<file path="src/common/rob_pkg.sv">
`default_nettype none

package rob_pkg;

    // tag index width, covers rob_depth up to 8 rows
    localparam int rob_idx_w = 3;

    typedef logic [rob_idx_w-1:0] rob_idx_t;
    typedef logic [3:0]           reg_idx_t;
    typedef logic [15:0]          word_t;

    // add/sub/xor run on an alu, mul on the multiplier
    typedef enum logic [1:0] {
        op_add = 2'd0,
        op_sub = 2'd1,
        op_xor = 2'd2,
        op_mul = 2'd3
    } rob_op_e;

    typedef struct packed {
        logic     valid;
        rob_op_e  op;
        reg_idx_t dest;
        word_t    opa;
        word_t    opb;
    } uop_t;

    // slot 0 is the older micro-op
    typedef struct packed {
        uop_t [1:0] slot;
    } uop_pair_t;

    // row index plus slot within the row
    typedef struct packed {
        rob_idx_t index;
        logic     slot;
    } rob_tag_t;

    typedef struct packed {
        logic     valid;
        rob_tag_t tag;
        rob_op_e  op;
        word_t    opa;
        word_t    opb;
    } issue_t;

    typedef struct packed {
        logic     valid;
        rob_tag_t tag;
        word_t    result;
    } finish_t;

    typedef struct packed {
        logic     valid;
        reg_idx_t dest;
        word_t    result;
    } rob_slot_t;

    typedef struct packed {
        rob_slot_t [1:0] slot;
    } commit_row_t;

endpackage

`default_nettype wire

</file>
<file path="src/hw/dispatch_stage.sv">
`timescale 1ns/1ns
`default_nettype none

module dispatch_stage #(
    parameter int rob_depth = 8
) (
    input  wire                          clk,
    input  wire                          rst,
    input  wire                          flush,
    input  wire  rob_pkg::uop_pair_t     in_pair,
    input  wire                          in_valid,
    output logic                         in_ready,
    output rob_pkg::uop_pair_t           alloc_pair,
    output logic                         alloc_valid,
    input  wire                          alloc_ready,
    input  wire  [$clog2(rob_depth)-1:0] alloc_index,
    output rob_pkg::issue_t              alu0_issue,
    output rob_pkg::issue_t              alu1_issue,
    output rob_pkg::issue_t              mdu_issue
);
    import rob_pkg::*;

    logic                         enabled;
    logic                         mul_pending;
    logic [$clog2(rob_depth)-1:0] pend_index;
    logic [1:0]                   is_mul;
    logic                         any_valid;
    logic                         split;
    logic                         alloc_fire;
    rob_tag_t [1:0]               tag;

    function automatic issue_t make_issue(uop_t uop, rob_tag_t tag_in);
        issue_t iss;
        iss.valid = 1'b1;
        iss.tag   = tag_in;
        iss.op    = uop.op;
        iss.opa   = uop.opa;
        iss.opb   = uop.opb;
        return iss;
    endfunction

    assign is_mul[0] = in_pair.slot[0].valid && in_pair.slot[0].op == op_mul;
    assign is_mul[1] = in_pair.slot[1].valid && in_pair.slot[1].op == op_mul;
    assign any_valid = in_pair.slot[0].valid || in_pair.slot[1].valid;
    // multiplier takes one op per cycle, two muls need two cycles
    assign split     = &is_mul;

    assign alloc_pair  = in_pair;
    assign alloc_valid = enabled && !flush && !mul_pending && in_valid && any_valid;
    assign alloc_fire  = alloc_valid && alloc_ready;

    // empty pairs pass without a rob row
    // split pair is acked on its second cycle
    assign in_ready = enabled && !flush &&
                      (mul_pending || !any_valid || (alloc_ready && !split));

    always_comb begin
        tag[0].index = rob_idx_t'(alloc_index);
        tag[0].slot  = 1'b0;
        // rob tail has moved on by the second mul issue
        tag[1].index = rob_idx_t'(mul_pending ? pend_index : alloc_index);
        tag[1].slot  = 1'b1;
    end

    always_comb begin
        alu0_issue = '0;
        alu1_issue = '0;
        mdu_issue  = '0;
        if (mul_pending) begin
            if (in_valid && in_ready) begin
                mdu_issue = make_issue(in_pair.slot[1], tag[1]);
            end
        end else if (alloc_fire) begin
            if (is_mul[0]) begin
                mdu_issue = make_issue(in_pair.slot[0], tag[0]);
            end else if (in_pair.slot[0].valid) begin
                alu0_issue = make_issue(in_pair.slot[0], tag[0]);
            end
            if (in_pair.slot[1].valid && !is_mul[1]) begin
                alu1_issue = make_issue(in_pair.slot[1], tag[1]);
            end else if (is_mul[1] && !split) begin
                mdu_issue = make_issue(in_pair.slot[1], tag[1]);
            end
        end
    end

    always_ff @(posedge clk) begin
        if (rst) begin
            enabled     <= 1'b0;
            mul_pending <= 1'b0;
        end else begin
            enabled <= 1'b1;
            if (flush) begin
                mul_pending <= 1'b0;
            end else if (mul_pending && in_valid) begin
                mul_pending <= 1'b0;
            end else if (alloc_fire && split) begin
                mul_pending <= 1'b1;
            end
        end
    end

    // row of the first mul, reused for the second
    always_ff @(posedge clk) begin
        if (alloc_fire) begin
            pend_index <= alloc_index;
        end
    end

    // each in-flight micro-op owns a unique tag
    assert property (@(posedge clk) disable iff (rst)
        !(alu0_issue.valid && alu1_issue.valid && alu0_issue.tag == alu1_issue.tag) &&
        !(alu0_issue.valid && mdu_issue.valid && alu0_issue.tag == mdu_issue.tag) &&
        !(alu1_issue.valid && mdu_issue.valid && alu1_issue.tag == mdu_issue.tag))
        else $error("dispatch: duplicate tag issued in one cycle");

endmodule

`default_nettype wire

</file>
<file path="src/rob/reorder_buffer.sv">
`timescale 1ns/1ns
`default_nettype none

module reorder_buffer #(
    parameter int rob_depth = 8
) (
    input  wire                          clk,
    input  wire                          rst,
    input  wire                          flush,
    input  wire  rob_pkg::uop_pair_t     alloc_pair,
    input  wire                          alloc_valid,
    output logic                         alloc_ready,
    output logic [$clog2(rob_depth)-1:0] alloc_index,
    input  wire  rob_pkg::finish_t       alu0_finish,
    input  wire  rob_pkg::finish_t       alu1_finish,
    input  wire  rob_pkg::finish_t       mdu_finish,
    output rob_pkg::commit_row_t         row,
    output logic                         row_valid,
    input  wire                          row_ready
);
    import rob_pkg::*;

    localparam int idx_w = $clog2(rob_depth);

    // extra msb on the pointers tells full from empty
    logic [idx_w:0]   head;
    logic [idx_w:0]   tail;
    logic [idx_w:0]   count;
    logic [idx_w-1:0] head_idx;
    logic [idx_w-1:0] tail_idx;
    logic             full;
    logic             empty;
    logic             alloc_fire;
    logic             row_fire;
    logic [1:0]       head_wait;
    finish_t          fin [3];

    // one array set per slot of a row
    logic     ent_valid  [2][rob_depth];
    logic     ent_busy   [2][rob_depth];
    reg_idx_t ent_dest   [2][rob_depth];
    word_t    ent_result [2][rob_depth];

    assign head_idx = head[idx_w-1:0];
    assign tail_idx = tail[idx_w-1:0];
    assign count    = tail - head;
    assign empty    = head == tail;
    assign full     = head[idx_w] != tail[idx_w] && head_idx == tail_idx;

    assign alloc_ready = !full;
    assign alloc_index = tail_idx;
    assign alloc_fire  = alloc_valid && alloc_ready && !flush;

    assign fin[0] = alu0_finish;
    assign fin[1] = alu1_finish;
    assign fin[2] = mdu_finish;

    always_comb begin
        for (int s = 0; s < 2; s++) begin
            row.slot[s].valid  = ent_valid[s][head_idx];
            row.slot[s].dest   = ent_dest[s][head_idx];
            row.slot[s].result = ent_result[s][head_idx];
            head_wait[s]       = ent_valid[s][head_idx] && ent_busy[s][head_idx];
        end
    end

    // head row ready once no valid slot is still executing
    assign row_valid = !empty && head_wait == 2'b00;
    assign row_fire  = row_valid && row_ready;

    always_ff @(posedge clk) begin
        if (rst || flush) begin
            head <= '0;
            tail <= '0;
        end else begin
            if (row_fire) begin
                head <= head + 1'b1;
            end
            if (alloc_fire) begin
                tail <= tail + 1'b1;
            end
        end
    end

    // new row lands at the tail with every valid slot busy
    always_ff @(posedge clk) begin
        if (alloc_fire) begin
            for (int s = 0; s < 2; s++) begin
                ent_valid[s][tail_idx] <= alloc_pair.slot[s].valid;
                ent_busy[s][tail_idx]  <= alloc_pair.slot[s].valid;
                ent_dest[s][tail_idx]  <= alloc_pair.slot[s].dest;
            end
        end
        // completions arrive out of order and are matched by tag
        for (int f = 0; f < 3; f++) begin
            if (fin[f].valid) begin
                ent_busy[fin[f].tag.slot][fin[f].tag.index[idx_w-1:0]]   <= 1'b0;
                ent_result[fin[f].tag.slot][fin[f].tag.index[idx_w-1:0]] <= fin[f].result;
            end
        end
    end

    // tag lies inside the occupied window and still waits for its result
    function automatic logic slot_live(rob_tag_t tag);
        logic [idx_w-1:0] offset;
        offset = tag.index[idx_w-1:0] - head_idx;
        return {1'b0, offset} < count &&
               ent_valid[tag.slot][tag.index[idx_w-1:0]] &&
               ent_busy[tag.slot][tag.index[idx_w-1:0]];
    endfunction

    // occupancy stays within the depth when no row is written while full
    assert property (@(posedge clk) disable iff (rst)
        count <= (idx_w + 1)'(rob_depth))
        else $error("rob: allocation while full");

    for (genvar f = 0; f < 3; f++) begin : g_fin_chk
        assert property (@(posedge clk) disable iff (rst)
            fin[f].valid |-> slot_live(fin[f].tag))
            else $error("rob: finish to an empty or idle slot");
    end

endmodule

`default_nettype wire

</file>
<file path="src/hw/exec_pipe.sv">
`timescale 1ns/1ns
`default_nettype none

module exec_pipe #(
    parameter int latency = 1
) (
    input  wire              clk,
    input  wire              rst,
    input  wire              flush,
    input  wire  rob_pkg::issue_t  issue,
    output rob_pkg::finish_t finish
);
    import rob_pkg::*;

    // the multi-cycle pipe is the multiplier
    localparam bit is_mdu = latency > 1;

    word_t                  result;
    logic [latency-1:0]     st_valid;
    rob_tag_t [latency-1:0] st_tag;
    word_t [latency-1:0]    st_result;

    // low 16 bits of a op b
    always_comb begin
        case (issue.op)
            op_add:  result = issue.opa + issue.opb;
            op_sub:  result = issue.opa - issue.opb;
            op_xor:  result = issue.opa ^ issue.opb;
            op_mul:  result = issue.opa * issue.opb;
            default: result = '0;
        endcase
    end

    always_ff @(posedge clk) begin
        if (rst || flush) begin
            st_valid <= '0;
        end else begin
            for (int i = latency - 1; i > 0; i--) begin
                st_valid[i] <= st_valid[i-1];
            end
            st_valid[0] <= issue.valid;
        end
    end

    // tag and result just follow the valid bit
    always_ff @(posedge clk) begin
        for (int i = latency - 1; i > 0; i--) begin
            st_tag[i]    <= st_tag[i-1];
            st_result[i] <= st_result[i-1];
        end
        st_tag[0]    <= issue.tag;
        st_result[0] <= result;
    end

    always_comb begin
        finish.valid  = st_valid[latency-1];
        finish.tag    = st_tag[latency-1];
        finish.result = st_result[latency-1];
    end

    // steering in dispatch must match the unit
    assert property (@(posedge clk) disable iff (rst)
        issue.valid |-> (issue.op == op_mul) == is_mdu)
        else $error("exec_pipe: opcode sent to the wrong unit");

endmodule

`default_nettype wire

</file>
<file path="src/hw/commit_stage.sv">
`timescale 1ns/1ns
`default_nettype none

module commit_stage (
    input  wire                         clk,
    input  wire                         rst,
    input  wire                         flush,
    input  wire  rob_pkg::commit_row_t  row,
    input  wire                         row_valid,
    output logic                        row_ready,
    output logic                        retire_valid,
    input  wire                         retire_ready,
    output rob_pkg::reg_idx_t           retire_dest,
    output rob_pkg::word_t              retire_value
);
    import rob_pkg::*;

    commit_row_t held;
    logic        held_valid;
    // slot being retired, 0 then 1
    logic        ptr;
    logic        last;
    logic        retire_fire;
    rob_slot_t   cur;

    assign cur          = held.slot[ptr];
    assign retire_valid = held_valid;
    assign retire_dest  = cur.dest;
    assign retire_value = cur.result;
    assign retire_fire  = retire_valid && retire_ready;

    // nothing valid left behind the current slot
    assign last = ptr || !held.slot[1].valid;

    // refill when empty or on the last retirement of the row
    assign row_ready = !held_valid || (retire_fire && last);

    always_ff @(posedge clk) begin
        if (rst || flush) begin
            held_valid <= 1'b0;
            ptr        <= 1'b0;
        end else if (row_valid && row_ready) begin
            held_valid <= 1'b1;
            // skip an invalid slot 0
            ptr        <= !row.slot[0].valid;
        end else if (retire_fire) begin
            if (last) begin
                held_valid <= 1'b0;
            end else begin
                ptr <= 1'b1;
            end
        end
    end

    always_ff @(posedge clk) begin
        if (row_valid && row_ready) begin
            held <= row;
        end
    end

    // stalled retirement keeps its data
    assert property (@(posedge clk) disable iff (rst || flush)
        retire_valid && !retire_ready |=>
            retire_valid && $stable(retire_dest) && $stable(retire_value))
        else $error("commit: retire data changed while stalled");

endmodule

`default_nettype wire

</file>
<file path="src/hw/rob_core_top.sv">
`timescale 1ns/1ns
`default_nettype none

module rob_core_top #(
    parameter int rob_depth = 8
) (
    input  wire                      clk,
    input  wire                      rst,
    input  wire                      flush,
    input  wire  rob_pkg::uop_pair_t in_pair,
    input  wire                      in_valid,
    output logic                     in_ready,
    output logic                     retire_valid,
    input  wire                      retire_ready,
    output rob_pkg::reg_idx_t        retire_dest,
    output rob_pkg::word_t           retire_value
);
    import rob_pkg::*;

    uop_pair_t                    alloc_pair;
    logic                         alloc_valid;
    logic                         alloc_ready;
    logic [$clog2(rob_depth)-1:0] alloc_index;
    issue_t                       alu0_issue;
    issue_t                       alu1_issue;
    issue_t                       mdu_issue;
    finish_t                      alu0_finish;
    finish_t                      alu1_finish;
    finish_t                      mdu_finish;
    commit_row_t                  row;
    logic                         row_valid;
    logic                         row_ready;

    dispatch_stage #(
        .rob_depth (rob_depth)
    ) dispatch_stage_inst (
        .clk         (clk),
        .rst         (rst),
        .flush       (flush),
        .in_pair     (in_pair),
        .in_valid    (in_valid),
        .in_ready    (in_ready),
        .alloc_pair  (alloc_pair),
        .alloc_valid (alloc_valid),
        .alloc_ready (alloc_ready),
        .alloc_index (alloc_index),
        .alu0_issue  (alu0_issue),
        .alu1_issue  (alu1_issue),
        .mdu_issue   (mdu_issue)
    );

    reorder_buffer #(
        .rob_depth (rob_depth)
    ) reorder_buffer_inst (
        .clk         (clk),
        .rst         (rst),
        .flush       (flush),
        .alloc_pair  (alloc_pair),
        .alloc_valid (alloc_valid),
        .alloc_ready (alloc_ready),
        .alloc_index (alloc_index),
        .alu0_finish (alu0_finish),
        .alu1_finish (alu1_finish),
        .mdu_finish  (mdu_finish),
        .row         (row),
        .row_valid   (row_valid),
        .row_ready   (row_ready)
    );

    // single-cycle alus
    exec_pipe #(.latency(1)) alu0_inst (
        .clk    (clk),
        .rst    (rst),
        .flush  (flush),
        .issue  (alu0_issue),
        .finish (alu0_finish)
    );

    exec_pipe #(.latency(1)) alu1_inst (
        .clk    (clk),
        .rst    (rst),
        .flush  (flush),
        .issue  (alu1_issue),
        .finish (alu1_finish)
    );

    // three-cycle multiplier, finishes behind the alus
    exec_pipe #(.latency(3)) mdu_inst (
        .clk    (clk),
        .rst    (rst),
        .flush  (flush),
        .issue  (mdu_issue),
        .finish (mdu_finish)
    );

    commit_stage commit_stage_inst (
        .clk          (clk),
        .rst          (rst),
        .flush        (flush),
        .row          (row),
        .row_valid    (row_valid),
        .row_ready    (row_ready),
        .retire_valid (retire_valid),
        .retire_ready (retire_ready),
        .retire_dest  (retire_dest),
        .retire_value (retire_value)
    );

endmodule

`default_nettype wire

</file>
<file path="config.mk">
export PLATFORM = sky130hd
export DESIGN_NAME = rob_core_top
export DESIGN_NICKNAME = d
export VERILOG_FILES = /design/src/common/rob_pkg.sv /design/src/hw/dispatch_stage.sv /design/src/rob/reorder_buffer.sv /design/src/hw/exec_pipe.sv /design/src/hw/commit_stage.sv /design/src/hw/rob_core_top.sv
export SDC_FILE = /design/constraint.sdc
export NUM_CORES = 2
export LEC_CHECK = 0
export BUFFER_PORTS_ARGS = -buffer_cell sky130_fd_sc_hd__buf_2
export CAP_MARGIN = 40
export CORE_ASPECT_RATIO = 0.75
export CORE_MARGIN = 8
export CORE_UTILIZATION = 55
export DETAILED_ROUTE_END_ITERATION = 6
export GPL_ROUTABILITY_DRIVEN = 0
export PLACE_DENSITY_LB_ADDON = 0.12
export RECOVER_POWER = 50
export SYNTH_ARGS = -nofsm -noshare
export SYNTH_HDL_FRONTEND = slang
export SYNTH_SLANG_ARGS = --single-unit
</file>
<file path="constraint.sdc">
create_clock -name clk -period 9.7 [get_ports clk]
set_input_delay 0.97 -clock clk [delete_from_list [all_inputs] [get_ports clk]]
set_output_delay 0.97 -clock clk [all_outputs]
set_load 0.02 [all_outputs]
</file>
==> metrics.md <==
| Metric | Value |
|---|---|
| # clock sinks | just over 500 |
| Number of max-cap violations | 19 |
| Commonest cells in the synthesized netlist | edfxtp_1 (380), nor2_1 (340), mux2i_1 (274), nand2_1 (272), a21oi_1 (229) |
| Hold Vio Cnt, Final | 0 |
| Minimum clock period | 8190 ps |
| #FFs+latches synth | slightly above 500 |
| Hold Crit Class | reg2reg |
| Clk slew on worst S/H paths | around 70 ps |
| Worst slack at placement | approximately 1600 ps |
| Peak VDD IR | around 0.16 mV |
| CTS max path bufs | 3 |
| CTS H-Tree Depth | 2 |
| Setup crit end kind | flip-flop |
| First-pass GRT wire length | 149 mm |
| CTS tree | yes |
| Post-CTS Setup Inserts | 0 |
| Final setup margin | around 1500 ps |
| Storage cell area | approximately 0.014 mm2 |
| Crit Path Category | in2reg |
| FF-to-FF Start | reorder_buffer_inst.head[1] |
| Final setup TNS | 0 ps |
| Critical path data arrival time | 8640 ps |
| Worst reg-to-reg path cell count | 24 |
| Mapped cell area | roughly 0.032 mm2 |
| Synth Area per Inst | approximately 11 um2 |
| CP max FO | 32 |
| Die height | 226 um |
| Synth unique cells | 72 |
| Largest area contributor in the netlist | edfxtp_1 |
| Max Transition Viols Final | around 470 |
| R2r setup slk | ~1700 ps |
| # rows | slightly below 80 |
| Hold endpoint | mdu_inst.finish[11] |
| Sequential-to-total area share from yosys stat | 43.5% |
| Fmax | between 100 and 150 MHz |
| Num ports | roughly 110 |
| WP data required | between 10,000 and 15,000 ps |
| Layout cells sized above 1 | a little over an eighth |
| Post-synth top flop | edfxtp_1 |
| Grt ovf | 0 |
| WL/cell | approximately 25 um |
| Final nets | around 3,300 |
| Vias per std cell | 6.23 |
| Yosys top cell area share | 35.3% |
| Final number of setup-violating endpoints | 0 |
| Reg2reg end | mdu_inst.st_result[15] |
| Top-count cell post-synth | edfxtp_1 |
| Area of the die | ~0.067 mm2 |
| Drc violations | 0 |
| # port buffers | 104 |
| Initial core utilization | roughly 55% |
| Detail Placement HPWL | between 60 and 70 mm |
| Final worst path period share | a little over four fifths |
| Resized Gates After CTS | 0 |
| DRT Pass-1 Iters | 6 |
| Outcome | finished, violations left |
| Cts hold-fix bufs | 0 |
| EDFF count, synth | 380 |
| Placed cell area | 0.0336 mm2 |
| Core ar. | slightly below 0.06 mm2 |
| Mapped Cells | approximately 3,100 |
| Slew Limit Headroom | -35.5% |
| Fill cells | around 5,000 |
| Failing checks | capacitance limit, slew limit |
| Footprint of the multi-input gates | between 0.015 and 0.02 mm2 |
| Initial antenna violation count | 5 |
| WL final | approximately 98 mm |
| Leakage Power | approximately 13 nW |
| Leading post-synthesis cells by cell area | edfxtp_1 (35%), mux2i_1 (8.5%), dfxtp_1 (8.2%) |
| Power per cell area | 149 mW/mm2 |
| Hold Crit Start | mdu_inst.st_result[27] |
| Synth warnings | 0 |
| Via count | 24,031 |
| Starting DRT DRC Count | approximately 2,700 |
| Largest net degree at the start of global routing | 52 |
| Final core utilization | 59.8% |
| Synthesized net count | around 3,400 |
| Area Overhead vs Synth | 8.20% |
| Final ANT Viol Nets | 0 |
| Async SR Flop Fraction | 0% |
| Worst Tran Pin Value | between 2000 and 2500 ps |
| Post-route cell area | around 0.035 mm2 |
| Clock Latency Late Sink | roughly 580 ps |
| CTS root buffer | clkbuf_16 |
| Worst setup SP type | primary input |
| Die X | just under 300 um |
| GRT Overall Usage | 29.2% |
| RSZ-0062 raised after global routing | no |
| Vias in the first global route | 24,166 |
| Final Skew | roughly 15 ps |
| CTS Buf Count | 50 |
| Hold path depth | 0 |
==> state kept, by name, indices dropped and copies added, names as in the netlist, 4 cells and up <==
name and cells:
reorder_buffer_inst.tail 4, commit_stage_inst.held 41, reorder_buffer_inst.ent_valid 16, alu1_inst.finish 4, mdu_inst.finish 20, mdu_inst.st_tag 8
reorder_buffer_inst.ent_busy 16, alu0_inst.st_result 16, reorder_buffer_inst.ent_dest 64, reorder_buffer_inst.ent_result 256, reorder_buffer_inst.head 4, alu1_inst.st_result 16
mdu_inst.st_result 32
==> cell type report <==
| class | count | share of cell area, % |
|---|---|---|
| multi-input combinational | 2110 | 47.6 |
| sequential | 512 | 40.2 |
| clock buffer | 67 | 3.94 |
| timing repair buffer | 175 | 3.10 |
| tap | 790 | 2.83 |
| inverter | 175 | 1.88 |
| clock inverter | 24 | 0.390 |
| antenna | 6 | 0.0430 |
==> metal layers <==
layer / vias to the layer above / routed length (um) / global-route usage [%]
met5: - / 0 / 0
met4: 0 / 1910 / 6.39
met3: 201 / 11400 / 7.91
met2: 1366 / 43200 / 44.2
met1: 11798 / 41500 / 42.0
li1: 10666 / - / -
==> placed cells by master, fill, tap and decap left out, drive strengths merged, types with 32 or more instances in the layout <==
cell type / n
edfxtp: 380
nor2: 342
mux2i: 274
nand2: 272
a21oi: 229
inv: 176
o21ai: 162
buf: 140
dfxtp: 132
ha: 123
clkbuf: 101
mux4: 88
xnor2: 84
fa: 83
mux2: 62
and2: 59
xor2: 43
a22oi: 32
==> worst max-delay path by stage <==
stage                     slack [ps]                   startpoint                endpoint  cells after the start
after floorplan                 2360                     in_valid  mdu_inst.st_result[15]                     27
after global placement          1350                        flush  mdu_inst.st_result[14]                     23
after detailed placement        1610                        flush  mdu_inst.st_result[14]                     24
after CTS                       1860  reorder_buffer_inst.head[1]  mdu_inst.st_result[15]                     24
after global routing            1290                  in_pair[38]  mdu_inst.st_result[15]                     25
final                           1510                  in_pair[77]  mdu_inst.st_result[14]                     24
==> critical path: stages <==
cell,delay (ps)
clkbuf_1,700
nand3_1,280
nor2_1,210
a31o_1,500
buf_12,290
a22o_1,480
clkinv_1,470
nor2_1,240
fa_1,450
fa_1,450
ha_1,200
fa_1,520
inv_1,70
fa_1,500
fa_1,490
inv_1,50
ha_1,310
nor2b_1,150
o21a_1,190
o31a_1,270
o41ai_1,340
xnor2_1,160
a211oi_1,240
a21oi_1,60
==> cell families (layout without fill, tap and decap cells) <==
family	Yosys count	after routing	synth area share, %
AOI/OAI and AO/OA	530	530	9.85
xor gates and xnor gates	128	128	3.54
adders and majority gates	206	206	9.91
buffers and inverters	439	441	5.25
DFF	512	512	43.5
muxes	424	424	16.8
other	0	6	0
and+or+nand+nor	822	822	11.1
==> power breakdown <==
part | switching, mW | total, mW | internal, mW
clock | 0.851 | 1.85 | 1.00
combinational | 0.319 | 0.593 | 0.274
sequential | 0.276 | 2.78 | 2.50
total | 1.45 | 5.22 | 3.77
==> stage by stage <==
stage,total power [mW],cells,hold WS [ps]
floorplan,3.15,3061,310
global placement,3.36,3751,311
detailed placement,3.39,3762,312
CTS,5.22,3853,310
global route,5.40,3855,315
finish,5.22,3859,317
Power figures use the tool's default switching activity.
